[src/erx_consts.svh]
`ifndef ERX_CONSTS_SVH
`define ERX_CONSTS_SVH

//####################################################################
// link receive constants
//####################################################################

// heartbeat counter width, one pulse every 2**width sys_clk cycles
// small value for simulation, widen for silicon quiet time
`define ERX_HB_WIDTH    4

// beat buffer depth, also the input credits granted at each link-up
`define ERX_FIFO_DEPTH  8

// link payload width in bits
`define ERX_WORD_W      32

// downstream credits owned by the output stage after core reset
`define ERX_TX_CREDITS  4

`endif
[src/erx_pkg.sv]
`default_nettype none

`include "erx_consts.svh"

package erx_pkg;

   //####################################################################
   // link data types
   //####################################################################

   // raw link payload
   typedef logic [`ERX_WORD_W-1:0] erx_word_t;

   // one beat on the link, in and out
   typedef struct packed {
      erx_word_t data;     // payload word
      logic      last;     // end of frame marker
   } erx_beat_t;

   // counts 0..depth inclusive, fill level and credit counters
   typedef logic [$clog2(`ERX_FIFO_DEPTH + 1)-1:0] erx_credit_t;

   // reset sequencer states
   typedef enum logic [1:0] {
      RESET_ALL = 2'b00,   // pll and delay ctrl held in reset
      START_PLL = 2'b01,   // waiting on lock and ready
      ACTIVE    = 2'b10    // core running
   } erx_state_e;

endpackage

`default_nettype wire

[src/erx_core_top.sv]
`timescale 1ns/1ps
`default_nettype none

module erx_core_top
(
   input  wire                sys_clk,        // system clock
   input  wire                rx_reset,       // power-on reset, async
   input  wire                soft_disable,   // sw hold-off
   // primitive handshake
   input  wire                pll_locked,
   input  wire                delay_ready,
   output logic               pll_reset,
   output logic               delay_reset,
   output logic               link_up,        // core released
   // link side
   input  wire                in_valid,
   input  wire erx_pkg::erx_beat_t in_beat,
   output logic               in_credit,      // one credit back per pulse
   // downstream side
   output logic               out_valid,
   output erx_pkg::erx_beat_t out_beat,
   input  wire                out_credit      // downstream slot freed
);

   import erx_pkg::*;

   logic      heartbeat;
   logic      core_reset;   // to both data modules
   logic      head_valid;
   erx_beat_t head_beat;
   logic      pop;

   //####################################################################
   // reset sequencing
   //####################################################################

   erx_heartbeat_timer u_hb (
      .sys_clk   (sys_clk),
      .rx_reset  (rx_reset),
      .heartbeat (heartbeat)
   );

   erx_reset_fsm u_rst (
      .sys_clk      (sys_clk),
      .rx_reset     (rx_reset),
      .heartbeat    (heartbeat),
      .soft_disable (soft_disable),
      .pll_locked   (pll_locked),
      .delay_ready  (delay_ready),
      .pll_reset    (pll_reset),
      .delay_reset  (delay_reset),
      .core_reset   (core_reset),
      .link_up      (link_up)
   );

   //####################################################################
   // data path
   //####################################################################

   erx_rx_fifo u_fifo (
      .sys_clk    (sys_clk),
      .core_reset (core_reset),
      .in_valid   (in_valid),
      .in_beat    (in_beat),
      .pop        (pop),
      .head_valid (head_valid),
      .head_beat  (head_beat),
      .in_credit  (in_credit)
   );

   erx_credit_tx u_tx (
      .sys_clk    (sys_clk),
      .core_reset (core_reset),
      .head_valid (head_valid),
      .head_beat  (head_beat),
      .out_credit (out_credit),
      .pop        (pop),
      .out_valid  (out_valid),
      .out_beat   (out_beat)
   );

endmodule

`default_nettype wire

[src/erx_credit_tx.sv]
`timescale 1ns/1ps
`default_nettype none

`include "erx_consts.svh"

module erx_credit_tx
(
   input  wire                sys_clk,       // system clock
   input  wire                core_reset,    // restores credits, async
   input  wire                head_valid,    // buffer has a beat
   input  wire erx_pkg::erx_beat_t head_beat, // oldest buffered beat
   input  wire                out_credit,    // credit back from downstream
   output logic               pop,           // take head from buffer
   output logic               out_valid,     // beat launched
   output erx_pkg::erx_beat_t out_beat       // launched beat
);

   import erx_pkg::*;

   erx_credit_t credits;   // downstream slots we may fill
   logic        launch;

   assign launch = head_valid && (credits != '0);
   assign pop    = launch;

   //####################################################################
   // credit counter and launch flag
   //####################################################################

   always_ff @(posedge sys_clk or posedge core_reset)
   begin
      if (core_reset)
      begin
         credits   <= erx_credit_t'(`ERX_TX_CREDITS);
         out_valid <= 1'b0;
      end
      else
      begin
         case ({launch, out_credit})
            2'b10   : credits <= credits - erx_credit_t'(1);   // spent one
            2'b01   : credits <= credits + erx_credit_t'(1);   // got one back
            default : credits <= credits;                      // cancel out
         endcase
         out_valid <= launch;
      end
   end

   // payload register, only loads on launch
   always_ff @(posedge sys_clk)
   begin
      if (launch)
         out_beat <= head_beat;
   end

endmodule

`default_nettype wire

[src/erx_rx_fifo.sv]
`timescale 1ns/1ps
`default_nettype none

`include "erx_consts.svh"

module erx_rx_fifo
(
   input  wire                sys_clk,      // system clock
   input  wire                core_reset,   // flushes buffer, async
   input  wire                in_valid,     // beat from the link
   input  wire erx_pkg::erx_beat_t in_beat,  // link beat
   input  wire                pop,          // head taken by output stage
   output logic               head_valid,   // buffer not empty
   output erx_pkg::erx_beat_t head_beat,    // oldest beat
   output logic               in_credit     // one slot back to sender
);

   import erx_pkg::*;

   localparam int AW = $clog2(`ERX_FIFO_DEPTH);   // pointer width

   erx_beat_t   mem [`ERX_FIFO_DEPTH];   // beat storage
   logic [AW-1:0] wr_ptr;
   logic [AW-1:0] rd_ptr;
   erx_credit_t fill;                   // beats held
   logic        full;
   logic        push;

   assign full       = (fill == erx_credit_t'(`ERX_FIFO_DEPTH));
   assign push       = in_valid && !full;   // sender holds a credit anyway
   assign head_valid = (fill != '0);
   assign head_beat  = mem[rd_ptr];         // comb read of head slot

   //####################################################################
   // storage
   //####################################################################

   always_ff @(posedge sys_clk)
   begin
      if (push)
         mem[wr_ptr] <= in_beat;
   end

   //####################################################################
   // pointers, fill level, credit return
   //####################################################################

   always_ff @(posedge sys_clk or posedge core_reset)
   begin
      if (core_reset)
      begin
         wr_ptr    <= '0;
         rd_ptr    <= '0;
         fill      <= '0;
         in_credit <= 1'b0;
      end
      else
      begin
         if (push)
            wr_ptr <= (wr_ptr == AW'(`ERX_FIFO_DEPTH - 1)) ? '0 : wr_ptr + 1'b1;
         if (pop)
            rd_ptr <= (rd_ptr == AW'(`ERX_FIFO_DEPTH - 1)) ? '0 : rd_ptr + 1'b1;

         case ({push, pop})
            2'b10   : fill <= fill + erx_credit_t'(1);
            2'b01   : fill <= fill - erx_credit_t'(1);
            default : fill <= fill;            // both or neither
         endcase

         in_credit <= pop;                     // slot freed, one cycle later
      end
   end

endmodule

`default_nettype wire

[src/erx_reset_fsm.sv]
`timescale 1ns/1ps
`default_nettype none

module erx_reset_fsm
(
   input  wire  sys_clk,        // system clock
   input  wire  rx_reset,       // power-on reset, async
   input  wire  heartbeat,      // pacing tick from the timer
   input  wire  soft_disable,   // software hold-off level
   input  wire  pll_locked,     // from pll, async to sys_clk
   input  wire  delay_ready,    // from delay controller, async
   output logic pll_reset,      // to pll
   output logic delay_reset,    // to delay controller
   output logic core_reset,     // receive core reset
   output logic link_up         // core out of reset
);

   import erx_pkg::*;

   logic [1:0] locked_pipe;     // two-flop sync for lock
   logic [1:0] ready_pipe;      // two-flop sync for ready
   logic       locked_sync;
   logic       ready_sync;
   erx_state_e reset_state;
   logic       raw_core_reset;  // comb, high outside active
   logic [1:0] core_pipe_n;     // shifts in ones once released

   //####################################################################
   // synchronizers
   //####################################################################

   always_ff @(posedge sys_clk or posedge rx_reset)
   begin
      if (rx_reset)
      begin
         locked_pipe <= 2'b00;
         ready_pipe  <= 2'b00;
      end
      else
      begin
         locked_pipe <= {locked_pipe[0], pll_locked};
         ready_pipe  <= {ready_pipe[0], delay_ready};
      end
   end

   assign locked_sync = locked_pipe[1];
   assign ready_sync  = ready_pipe[1];

   //####################################################################
   // sequencer, moves on heartbeats only
   //####################################################################

   always_ff @(posedge sys_clk or posedge rx_reset)
   begin
      if (rx_reset)
         reset_state <= RESET_ALL;
      else if (heartbeat)
      begin
         case (reset_state)
            RESET_ALL : if (!soft_disable)             reset_state <= START_PLL;
            START_PLL : if (locked_sync && ready_sync) reset_state <= ACTIVE;
            ACTIVE    : if (soft_disable)              reset_state <= RESET_ALL;
            default   :                                reset_state <= RESET_ALL;
         endcase
      end
   end

   assign pll_reset      = (reset_state == RESET_ALL);
   assign delay_reset    = (reset_state == RESET_ALL);   // same window as pll
   assign raw_core_reset = rx_reset | (reset_state != ACTIVE);

   // core reset pipe, async assert and sync deassert
   always_ff @(posedge sys_clk or posedge raw_core_reset)
   begin
      if (raw_core_reset)
         core_pipe_n <= 2'b00;
      else
         core_pipe_n <= {core_pipe_n[0], 1'b1};   // two cycles to release
   end

   assign core_reset = ~core_pipe_n[1];
   assign link_up    = core_pipe_n[1];

endmodule

`default_nettype wire

[src/erx_heartbeat_timer.sv]
`timescale 1ns/1ps
`default_nettype none

`include "erx_consts.svh"

module erx_heartbeat_timer
(
   input  wire  sys_clk,      // free-running system clock
   input  wire  rx_reset,     // power-on reset, async
   output logic heartbeat     // single-cycle tick
);

   logic [`ERX_HB_WIDTH-1:0] hb_count;   // wraps by itself

   //####################################################################
   // wrap counter and tick
   //####################################################################

   always_ff @(posedge sys_clk or posedge rx_reset)
   begin
      if (rx_reset)
      begin
         hb_count  <= '0;
         heartbeat <= 1'b0;
      end
      else
      begin
         hb_count  <= hb_count + 1'b1;           // no terminal count, just wraps
         heartbeat <= (hb_count == '0);          // registered zero detect
      end
   end

endmodule

`default_nettype wire

[config.mk]
export PLATFORM = sky130hd
export DESIGN_NAME = erx_core_top
export DESIGN_NICKNAME = d
export VERILOG_FILES = /design/src/erx_pkg.sv /design/src/erx_core_top.sv /design/src/erx_credit_tx.sv /design/src/erx_rx_fifo.sv /design/src/erx_reset_fsm.sv /design/src/erx_heartbeat_timer.sv
export VERILOG_INCLUDE_DIRS = /design/src /design/src/src
export SDC_FILE = /design/constraint.sdc
export NUM_CORES = 1
export LEC_CHECK = 0
export BUFFER_PORTS_ARGS = -buffer_cell sky130_fd_sc_hd__buf_2
export CAP_MARGIN = 20
export CORE_MARGIN = 2
export CORE_UTILIZATION = 60
export CTS_CLUSTER_SIZE = 28
export DETAILED_ROUTE_END_ITERATION = 8
export PLACE_DENSITY = 0.79
export SYNTH_ARGS = -nofsm -noshare
export SYNTH_HDL_FRONTEND = slang
export SYNTH_SLANG_ARGS = --single-unit
[constraint.sdc]
create_clock -name sys_clk -period 1.4 [get_ports sys_clk]
set_input_delay 0.28 -clock sys_clk [delete_from_list [all_inputs] [get_ports sys_clk]]
set_output_delay 0.28 -clock sys_clk [all_outputs]
set_load 0.02 [all_outputs]
## Yosys cells after proc, flatten, opt, wreduce, memory -nomap -nowiden

Memories as Yosys holds them, arrays and structs flattened. A register that Yosys moved wholly into a read port is not among the register bits.
Index checks and enable logic that the tools add are counted.

- Bits in registers: 28
- Memory bits (writable): 264
- Bits of input ports: 40
- Output and inout bits: 38
- Memories: 1

Memories:

| memory | depth | width | rd ports | clocked after memory_dff | write ports | line | text |
|---|---|---|---|---|---|---|---|
| u_fifo.mem | 8 | 33 | 1 | 1 | 1 | erx_rx_fifo.sv:22 | `` erx_beat_t mem [`ERX_FIFO_DEPTH]; `` |

- Add/subtract/negate cells: 7
- Eq/ne operators: 13
- Multiplexer cells: 10
- Bitwise logic cells: 1
- Reductions and logical operators: 11

Operators with widths:

| cell | count |
|---|---|
| one-hot mux 4 bit (2 select lines) | 2 |
| adder 4 x 1 -> 4 bit, second input constant | 3 |
| nonzero test 4 bit | 2 |
| subtractor 4 x 1 -> 4 bit, second input constant | 2 |
| adder 3 x 1 -> 3 bit, second input constant | 2 |
| equality test 2 x 1 -> 1 bit, second input constant | 3 |
| equality test 2 bit, second input constant | 3 |
| equality test 3 bit, second input constant | 2 |
| two-way mux 2 bit | 3 |
| two-way mux 3 bit | 2 |
| != test 2 bit, second input constant | 3 |
| one-hot mux 2 bit (3 select lines) | 1 |
| equality test 4 bit, second input constant | 1 |
| zero test 4 bit | 1 |
| AND reduction 4 bit | 1 |
| nonzero test 2 bit | 2 |
| logical AND 1 bit | 3 |
| zero test 2 bit | 1 |
| two-way mux 1 bit | 2 |
| != test 2 x 1 -> 1 bit, second input constant | 1 |
| zero test 1 bit | 1 |
| OR 1 bit | 1 |

## Depth between registers and ports, before layout

Gate-level depths: netlist (run 1).

- Depth after elaboration: 5
- Gate-level depth with buffers: 11
- Gate-level depth less buffers: 10

## By module

Synthesis (run 1) repeated with hierarchy kept, for this count alone.

- Cell total of the unflattened synthesis: 549
- Area, all modules: 12477.0 sq um

Modules (own cells, without submodules):

| module | times used | cells an instance | area each (sq um) | seq. area each (sq um) |
|---|---|---|---|---|
| erx_rx_fifo | 1 | 448 | 10672.7 | 8202.9 |
| erx_credit_tx | 1 | 65 | 1331.3 | 1117.3 |
| erx_reset_fsm | 1 | 22 | 281.5 | 200.2 |
| erx_heartbeat_timer | 1 | 14 | 191.4 | 125.1 |

## Least setup slack after synthesis (run 1)

Ideal clock, no wire load.

- Path kind: reg-to-reg
- From: register u_fifo.fill[1]
- To: memory u_fifo.mem[0][0] in the netlist's numbering (enable)
- Arrival time: 3.977 ns
- Path slack: -3.083 ns
- Stages on the path, launching flop included: 5
- Period minus slack after synthesis: 4.483 ns
- Path through: dfrtp_1 > clkbuf_1 > o41ai_1 > buf_2 > nor4_1

- Word-level cells in the longest chain between the ends: 5

RTL lines:

| what | line | text |
|---|---|---|
| start, declared | erx_rx_fifo.sv:25 | `erx_credit_t fill;` |
| start signal, assigned | erx_rx_fifo.sv:65 | `2'b10 : fill <= fill + erx_credit_t'(1);` |
| start signal, assigned | erx_rx_fifo.sv:66 | `2'b01 : fill <= fill - erx_credit_t'(1);` |
| start signal, assigned | erx_rx_fifo.sv:67 | `default : fill <= fill;` |
| equality test 4 bit | erx_rx_fifo.sv:29 | `` assign full = (fill == erx_credit_t'(`ERX_FIFO_DEPTH)); `` |
| zero test 1 bit | erx_rx_fifo.sv:30 | `assign push = in_valid && !full;` |
| logical AND 1 bit | erx_rx_fifo.sv:30 |  |
| two-way mux 1 bit | erx_rx_fifo.sv:40 | `if (push)` |
| two-way mux 1 bit (not written as such) | erx_rx_fifo.sv:41 | `mem[wr_ptr] <= in_beat;` |
| end, declared | erx_rx_fifo.sv:22 |  |

No other way between the ends.

## Final worst setup path (run 1)

- From: register u_fifo.fill[1]
- To: register u_tx.credits[1]

- Word-level cells in the longest chain between the ends: 4
- Elaborated cells on any way between the ends: 6

RTL lines:

| what | line | text |
|---|---|---|
| nonzero test 4 bit (*) | erx_rx_fifo.sv:31 | `assign head_valid = (fill != '0);` |
| logical AND 1 bit (*) | erx_credit_tx.sv:23 | `assign launch = head_valid && (credits != '0);` |
| named net pop | erx_core_top.sv:31 | `logic pop;` |
| equality test 2 x 1 -> 1 bit / equality test 2 bit (equally long branches) | erx_credit_tx.sv:39 | `case ({launch, out_credit})` |
| one-hot mux 4 bit (2 select lines) / nonzero test 2 bit (equally long branches) | -- |  |
| end signal, assigned | erx_credit_tx.sv:40 | `2'b10 : credits <= credits - erx_credit_t'(1);` |
| end signal, assigned | erx_credit_tx.sv:41 | `2'b01 : credits <= credits + erx_credit_t'(1);` |
| end signal, assigned | erx_credit_tx.sv:42 | `default : credits <= credits;` |
| end, declared | erx_credit_tx.sv:20 | `erx_credit_t credits;` |

The timed path passes the listed nets; every way through them passes the cells marked *.
A chain may end at the register's enable or synchronous reset.

==> impl_metrics.yaml, run 1 <==
status:
  run_status: "finished with violations"
  violations: "negative setup slack"
synthesis:
  ys_types: 43
  synthMostInstantiatedCell: "edfxtp_1"
  synthTopCellsByArea: "edfxtp_1 72%, mux4_2 11%, dfrtp_1 5.4%"
  yosys_register_bits: 325
  synth.avg_cell_area_um2: 22.86
  synth-edff-count: 297
  synth_common_cells: "297 x edfxtp_1, 59 x mux4_2, 27 x dfrtp_1"
  async_flop_share: 0.08615
  synth_top_area_share: 0.7186
  synth_ff_type: "edfxtp_1"
  synth_warnings: 0
  synth_top_cell_by_area: "edfxtp_1"
  synth.cell_area_um2: 12410
  yosysSeqAreaShare: 0.7752
  synth_nets: 596
  syn_inst: 543
drt:
  via_per_inst: 5.989
  drc_errors: 0
  vias: 6193
  wire_per_inst_um: 26.23
  met2_wirelength_um: 14470
  dr_wl_met3_um: 1665
  drtIter0Drc: 495
  top_layer: "met4"
  first_pass_iters: 5
  wl_met1_um: 10100
  drt_wl_total_um: 27120
  drtAntennaViolNets: 0
critical_path:
  cp-end-kind: "flip-flop"
  arrival_ns: 2.61
  critPathRequiredTime_ns: 1.85
  worstPathMaxFanout: 4
  crit_type: "flip-flop to flip-flop"
  reg2reg_slack_ns: -0.76
  r2r-start: "u_fifo.fill[1]"
  worst_setup_path_start_kind: "flip-flop"
  crit_path_start: "u_fifo.fill[1]"
  r2r_cells: 9
global_routing:
  grt_usage: 0.2546
  antenna_found_initial: 1
  first_global_vias: 6832
  overflow: 0
  grt_pass1_wl_um: 40650
  grt_max_degree: 35
sta:
  period_needed_ns: 2.161
  tns_ns: -156.52
  setup_viol: 347
  rsz0062_at_grt: "yes"
  period_share: 1.544
  drv_slew: 0
  finalHoldViolations: 0
  fmax_mhz: 462.7
  finClkSkew_ns: 0.02802
  fin_ws_ns: -0.7611
floorplanning:
  rows: 52
  core_area_um2: 20300
  io-pin-count: 78
  die_x_um: 147.8
  die_h_um: 147.8
  die_area_um2: 21850
  start_util: 0.6114
layout:
  fill_cells: 1075
  area_growth_pct: 25.33
  fin_nets: 791
  drive_gt1_frac: 0.4509
  final_cells: 1034
clocking:
  root_buffer: "clkbuf_16"
  cts_tree: "built"
  h-tree-depth: 1
  clock_sinks: 325
  insertion_delay_ns: 0.56
  clockBufferDepth: 3
  clk_pin_slew_ns: 0.07
  cts_made_buffers: 31
pwr:
  leakagePower_nw: 5.548
  power.density_nw_per_um2: 2197
  peakVddDrop_mv: 1.274
flow_run:
  maxCapViolCount: 0
placed_design:
  dp_cells: 931
  port_buffers: 77
  dp_hpwl_um: 14380
  finalWeightedCongestion: 0.7690
worst_hold_path:
  hold_path_depth: 1
  holdCritStartpoint: "in_beat[7]"
  min_path_type: "input pin to flip-flop"
## per-layer routing
| metal | vias to the layer above | global-route usage |
|---|---|---|
| li1 | 2636 | - |
| met1 | 3218 | 0.3227 |
| met2 | 276 | 0.4523 |
| met3 | 63 | 0.03642 |
| met4 | 0 | 0.09714 |
| met5 | - | 0 |
## metrics by stage
stage                     total power, W  setup WS [ns]  hold WS, ns  instance area, um^2    util
after floorplan                  0.02107         -1.108       0.1379                12670       -
after global placement           0.02430        -0.6372       0.2357                13970  0.6880
after detailed placement         0.02479        -0.7369       0.2394                13970  0.6880
after CTS                        0.03399        -0.7331   0.00004155                15520  0.7644
after global routing             0.03543        -0.8599      0.01589                15550  0.7662
final                            0.03417        -0.7611      0.01160                15550  0.7662
## cells in the final DEF, fill, tap and decap left out, drive strengths merged, types with 5 or more instances in the layout
| master | Yosys | final |
|---|---|---|
| edfxtp | 297 | 297 |
| buf | 15 | 165 |
| mux4 | 66 | 66 |
| clkbuf | 9 | 45 |
| mux2 | 38 | 38 |
| dfrtp | 27 | 27 |
| dlygate4sd3 | 0 | 20 |
| ha | 12 | 12 |
| clkinv | 0 | 9 |
| nor2 | 9 | 9 |
| inv | 8 | 9 |
| nand2 | 8 | 8 |
| nor3 | 8 | 8 |
| o21ai | 6 | 6 |
| xnor2 | 5 | 5 |
## sequential cells by signal, summed over array words and instances, names as in the netlist
| name | flops |
|---|---|
| u_tx.credits | 4 |
| u_tx.out_valid | 1 |
| u_fifo.rd_ptr | 3 |
| u_rst.reset_state | 2 |
| u_hb.heartbeat | 1 |
| u_rst.core_pipe_n | 2 |
| u_fifo.fill | 4 |
| u_rst.locked_pipe | 2 |
| u_rst.ready_pipe | 2 |
| u_fifo.mem | 264 |
| u_hb.hb_count | 4 |
| u_tx.out_beat | 33 |
| u_fifo.wr_ptr | 3 |
## power breakdown
group          switching (W)  leakage, nW  total [W]  internal (W)
logic                0.00589         2.01     0.0125       0.00657
clock network        0.00345        0.480    0.00798       0.00453
registers           0.000764         3.06     0.0137        0.0130
## worst max-delay path: stages (launching register included)
cell and delay [ns]:
dfrtp_1 0.40, nor4_2 0.28, buf_4 0.17, nor2_4 0.04
inv_2 0.08, ha_4 0.16, inv_6 0.05, buf_4 0.13
fa_2 0.46, mux2_4 0.28
## path summary, 6_finish.rpt
| path | to |
|---|---|
| max | u_tx.credits[1] |
| min | u_fifo.mem[1][7] |
| max reg2reg | u_tx.credits[1] |
| min reg2reg | u_tx.out_valid |
| max in group asynchronous | u_rst.core_pipe_n[0] |
| min in group asynchronous | u_tx.out_valid |
## area by class of cell
type | instances | area, um^2 | share of cell area
tap | 270 | 337.8 | 0.02172
sequential | 325 | 9633 | 0.6193
multi-input combinational | 186 | 2806 | 0.1804
clock inverter | 13 | 97.59 | 0.006275
inverter | 8 | 35.03 | 0.002252
timing repair buffer | 186 | 1763 | 0.1133
antenna | 1 | 2.502 | 0.0001609
clock buffer | 45 | 878.3 | 0.05647
## repair_timing
action / in CTS / in global routing
hold buffers: 20 / 0
buffers inserted: 16 / 2
cloned: 7 / 0
endpoints found under the setup margin: 352 / 361
pin swaps: 5 / 2
hold endpoints to repair: 126 / 0
gates resized for setup: 34 / 5
## kinds of logic after synthesis
family / share of synthesized area
AOI/OAI and AO/OA: 0.009377
xor gates and xnor gates: 0.006351
adders and majority gates: 0.01371
buffers and inverters: 0.01623
DFF: 0.7752
muxes: 0.1626
other: 0.0003022
and+or+nand+nor: 0.01623
Note: power is estimated with default switching activity, not from simulation.
==> run 2, diff against run 1 <==
Settings changed: ABC_AREA from default to 1.
==> impl_metrics.yaml, run 2 <==
placed_design:
  dp_cells: 1368
  finalWeightedCongestion: 0.7817
  dp_hpwl_um: 15610
  port_buffers: 77
drt:
  dr_wl_met3_um: 3552
  top_layer: "met4"
  drtAntennaViolNets: 0
  vias: 9341
  met2_wirelength_um: 18640
  drtIter0Drc: 1115
  first_pass_iters: 6
  drc_errors: 0
  drt_wl_total_um: 36900
  wl_met1_um: 12800
  wire_per_inst_um: 24.63
  via_per_inst: 6.236
floorplanning:
  die_x_um: 149.8
  die_h_um: 149.8
  core_area_um2: 20960
  start_util: 0.6086
  rows: 53
  die_area_um2: 22440
  io-pin-count: 78
critical_path:
  cp.buffers_inverters: 3
  crit_path_cell_trace: "nor2_2, nand2_1, nand2_2, clkinvlp_4, ha_4, nand2_2, inv_2, nor2_4, buf_4, nand3_1, nand2_1, nand2_1, nand3_1, nand2_1"
  path_delay_family: "simple AND/OR/NAND/NOR gates"
  path_common_cell: "nand2_1"
  reg2reg_slack_ns: -0.62
  cp_slowest_cell: "dfrtp_1"
  worstPathMaxFanout: 4
  crit_type: "flip-flop to flip-flop"
  critPathRequiredTime_ns: 1.83
  arrival_ns: 2.45
  slowest_delay_ns: 0.41
  worst_setup_path_start_kind: "flip-flop"
  cp-end-kind: "flip-flop"
sta:
  setup_viol: 349
  finClkSkew_ns: 0.01277
  period_share: 1.440
  period_needed_ns: 2.016
  rsz0062_at_grt: "yes"
  fin_ws_ns: -0.6156
  fmax_mhz: 496.1
  drv_slew: 0
  holdWs_ns: 0.01326
  finalHoldViolations: 0
layout:
  biggestRegsByFlops: "u_fifo.mem (264), u_tx.out_beat (33)"
  seqCellArea_um2: 9630
  drive_gt1_frac: 0.2968
  fill_cells: 1011
  final_common_cell: "edfxtp_1"
  diodes: 0
  final_cells: 1498
  largest_reg_flops: 264
  area_growth_pct: 32.69
  largest_register: "u_fifo.mem"
  layout_common_cells: "297 x edfxtp_1, 147 x nor2_1, 143 x o21ai_1"
  fin_nets: 1252
  multiInputGateArea_um2: 3318
  post-route-util: 0.8076
global_routing:
  first_global_vias: 8388
  grt_usage: 0.2606
  grt_max_degree: 34
  grt_pass1_wl_um: 44530
  antenna_found_initial: 0
  overflow: 0
synthesis:
  syn_inst: 1005
  ys_types: 29
  synth_ff_type: "edfxtp_1"
  synth_nets: 1058
  synth_common_cells: "297 x edfxtp_1, 217 x nor2_1, 138 x nand2_1"
  async_flop_share: 0.08615
  synth-edff-count: 297
  synth.cell_area_um2: 12750
  synthMostInstantiatedCell: "edfxtp_1"
  synth_top_cell_by_area: "edfxtp_1"
  synth_warnings: 0
  yosysSeqAreaShare: 0.7543
  synth.avg_cell_area_um2: 12.69
  synthTopCellsByArea: "edfxtp_1 70%, nor2_1 6.4%, dfrtp_1 5.3%"
  synth_top_area_share: 0.6993
  yosys_register_bits: 325
clocking:
  clockBufferDepth: 3
  clk_pin_slew_ns: 0.07
  cts_made_buffers: 31
  insertion_delay_ns: 0.55
  clock_sinks: 325
  root_buffer: "clkbuf_16"
  cts_tree: "built"
  h-tree-depth: 1
pwr:
  finalPower_w: 0.03902
  leakagePower_nw: 6.260
  power.density_nw_per_um2: 2306
  peakVddDrop_mv: 1.661
worst_hold_path:
  min_path_type: "input pin to flip-flop"
status:
  run_status: "finished with violations"
  violations: "negative setup slack"
flow_run:
  maxCapViolCount: 0
## run 2: cell count changes in the layout (fill, tap and decap cells not counted), sizes merged, moves of 7 or more
cell	previous run	this run
clkinv	9	17
inv	9	21
nand3	1	8
nand2	8	138
nor3	8	1
mux2	38	0
dlygate4sd3	20	9
nor2	9	217
buf	165	181
mux4	66	0
o21ai	6	208
clkbuf	45	65
## run 2: power breakdown
part           switching (W)  leakage [nW]  internal [W]
Combinational         0.0102          2.74       0.00721
Clock                0.00352         0.444       0.00424
Sequential          0.000872          3.07        0.0130
Total                 0.0146          6.26        0.0244
## run 2: area by class of cell
| cell class | count | share of cell area |
|---|---|---|
| tap | 275 | 0.02033 |
| clock buffer | 41 | 0.04806 |
| timing repair buffer | 214 | 0.1533 |
| clock inverter | 16 | 0.005767 |
| multi-input combinational | 602 | 0.1961 |
| sequential | 325 | 0.5691 |
| inverter | 25 | 0.007394 |
## run 2: what timing repair did
action	4_1_cts	5_1_grt
gates resized for setup	49	195
pin swaps	21	77
endpoints found under the setup margin	345	352
cloned	7	31
hold buffers	9	0
hold endpoints to repair	59	0
setup buffers	11	19
## run 2: cells by family (layout without fill, tap and decap cells)
family,Yosys count,in the layout,share of synthesized area
AOI/OAI and AO/OA,213,213,0.08378
buffers and inverters,78,296,0.03345
xor gates and xnor gates,7,7,0.004807
adders and majority gates,13,13,0.01334
other,1,1,0.0002940
DFF,325,325,0.7543
and+or+nand+nor,368,368,0.1100
## run 2: per-stage QoR
step / setup WS, ns / area [um^2] / setup TNS [ns]
floorplan: -1.037 / 12860 / -103.92
global placement: -0.4777 / 14040 / -78.92
detailed placement: -0.5069 / 14040 / -95.63
CTS: -0.4385 / 15510 / -96.51
global route: -0.6934 / 16920 / -151.83
finish: -0.6156 / 16920 / -135.98
## run 2: final timing paths
path,startpoint,end,cells past startpoint
worst max-delay path,u_fifo.fill[0],u_fifo.fill[3],14
worst min-delay path,in_beat[14],u_fifo.mem[7][14],1
worst max register to register,u_fifo.fill[0],u_fifo.fill[3],14
worst min register to register,u_rst.core_pipe_n[1],u_fifo.rd_ptr[1],1
max in group asynchronous,u_rst.reset_state[1],u_rst.core_pipe_n[1],2
min in group asynchronous,u_rst.core_pipe_n[1],u_fifo.rd_ptr[1],1
## run 2: layer usage
metal	track usage	vias up
met4	0.08208	0
met1	0.3356	4526
met2	0.4585	735
li1	-	3921
met5	0	-
met3	0.04207	159
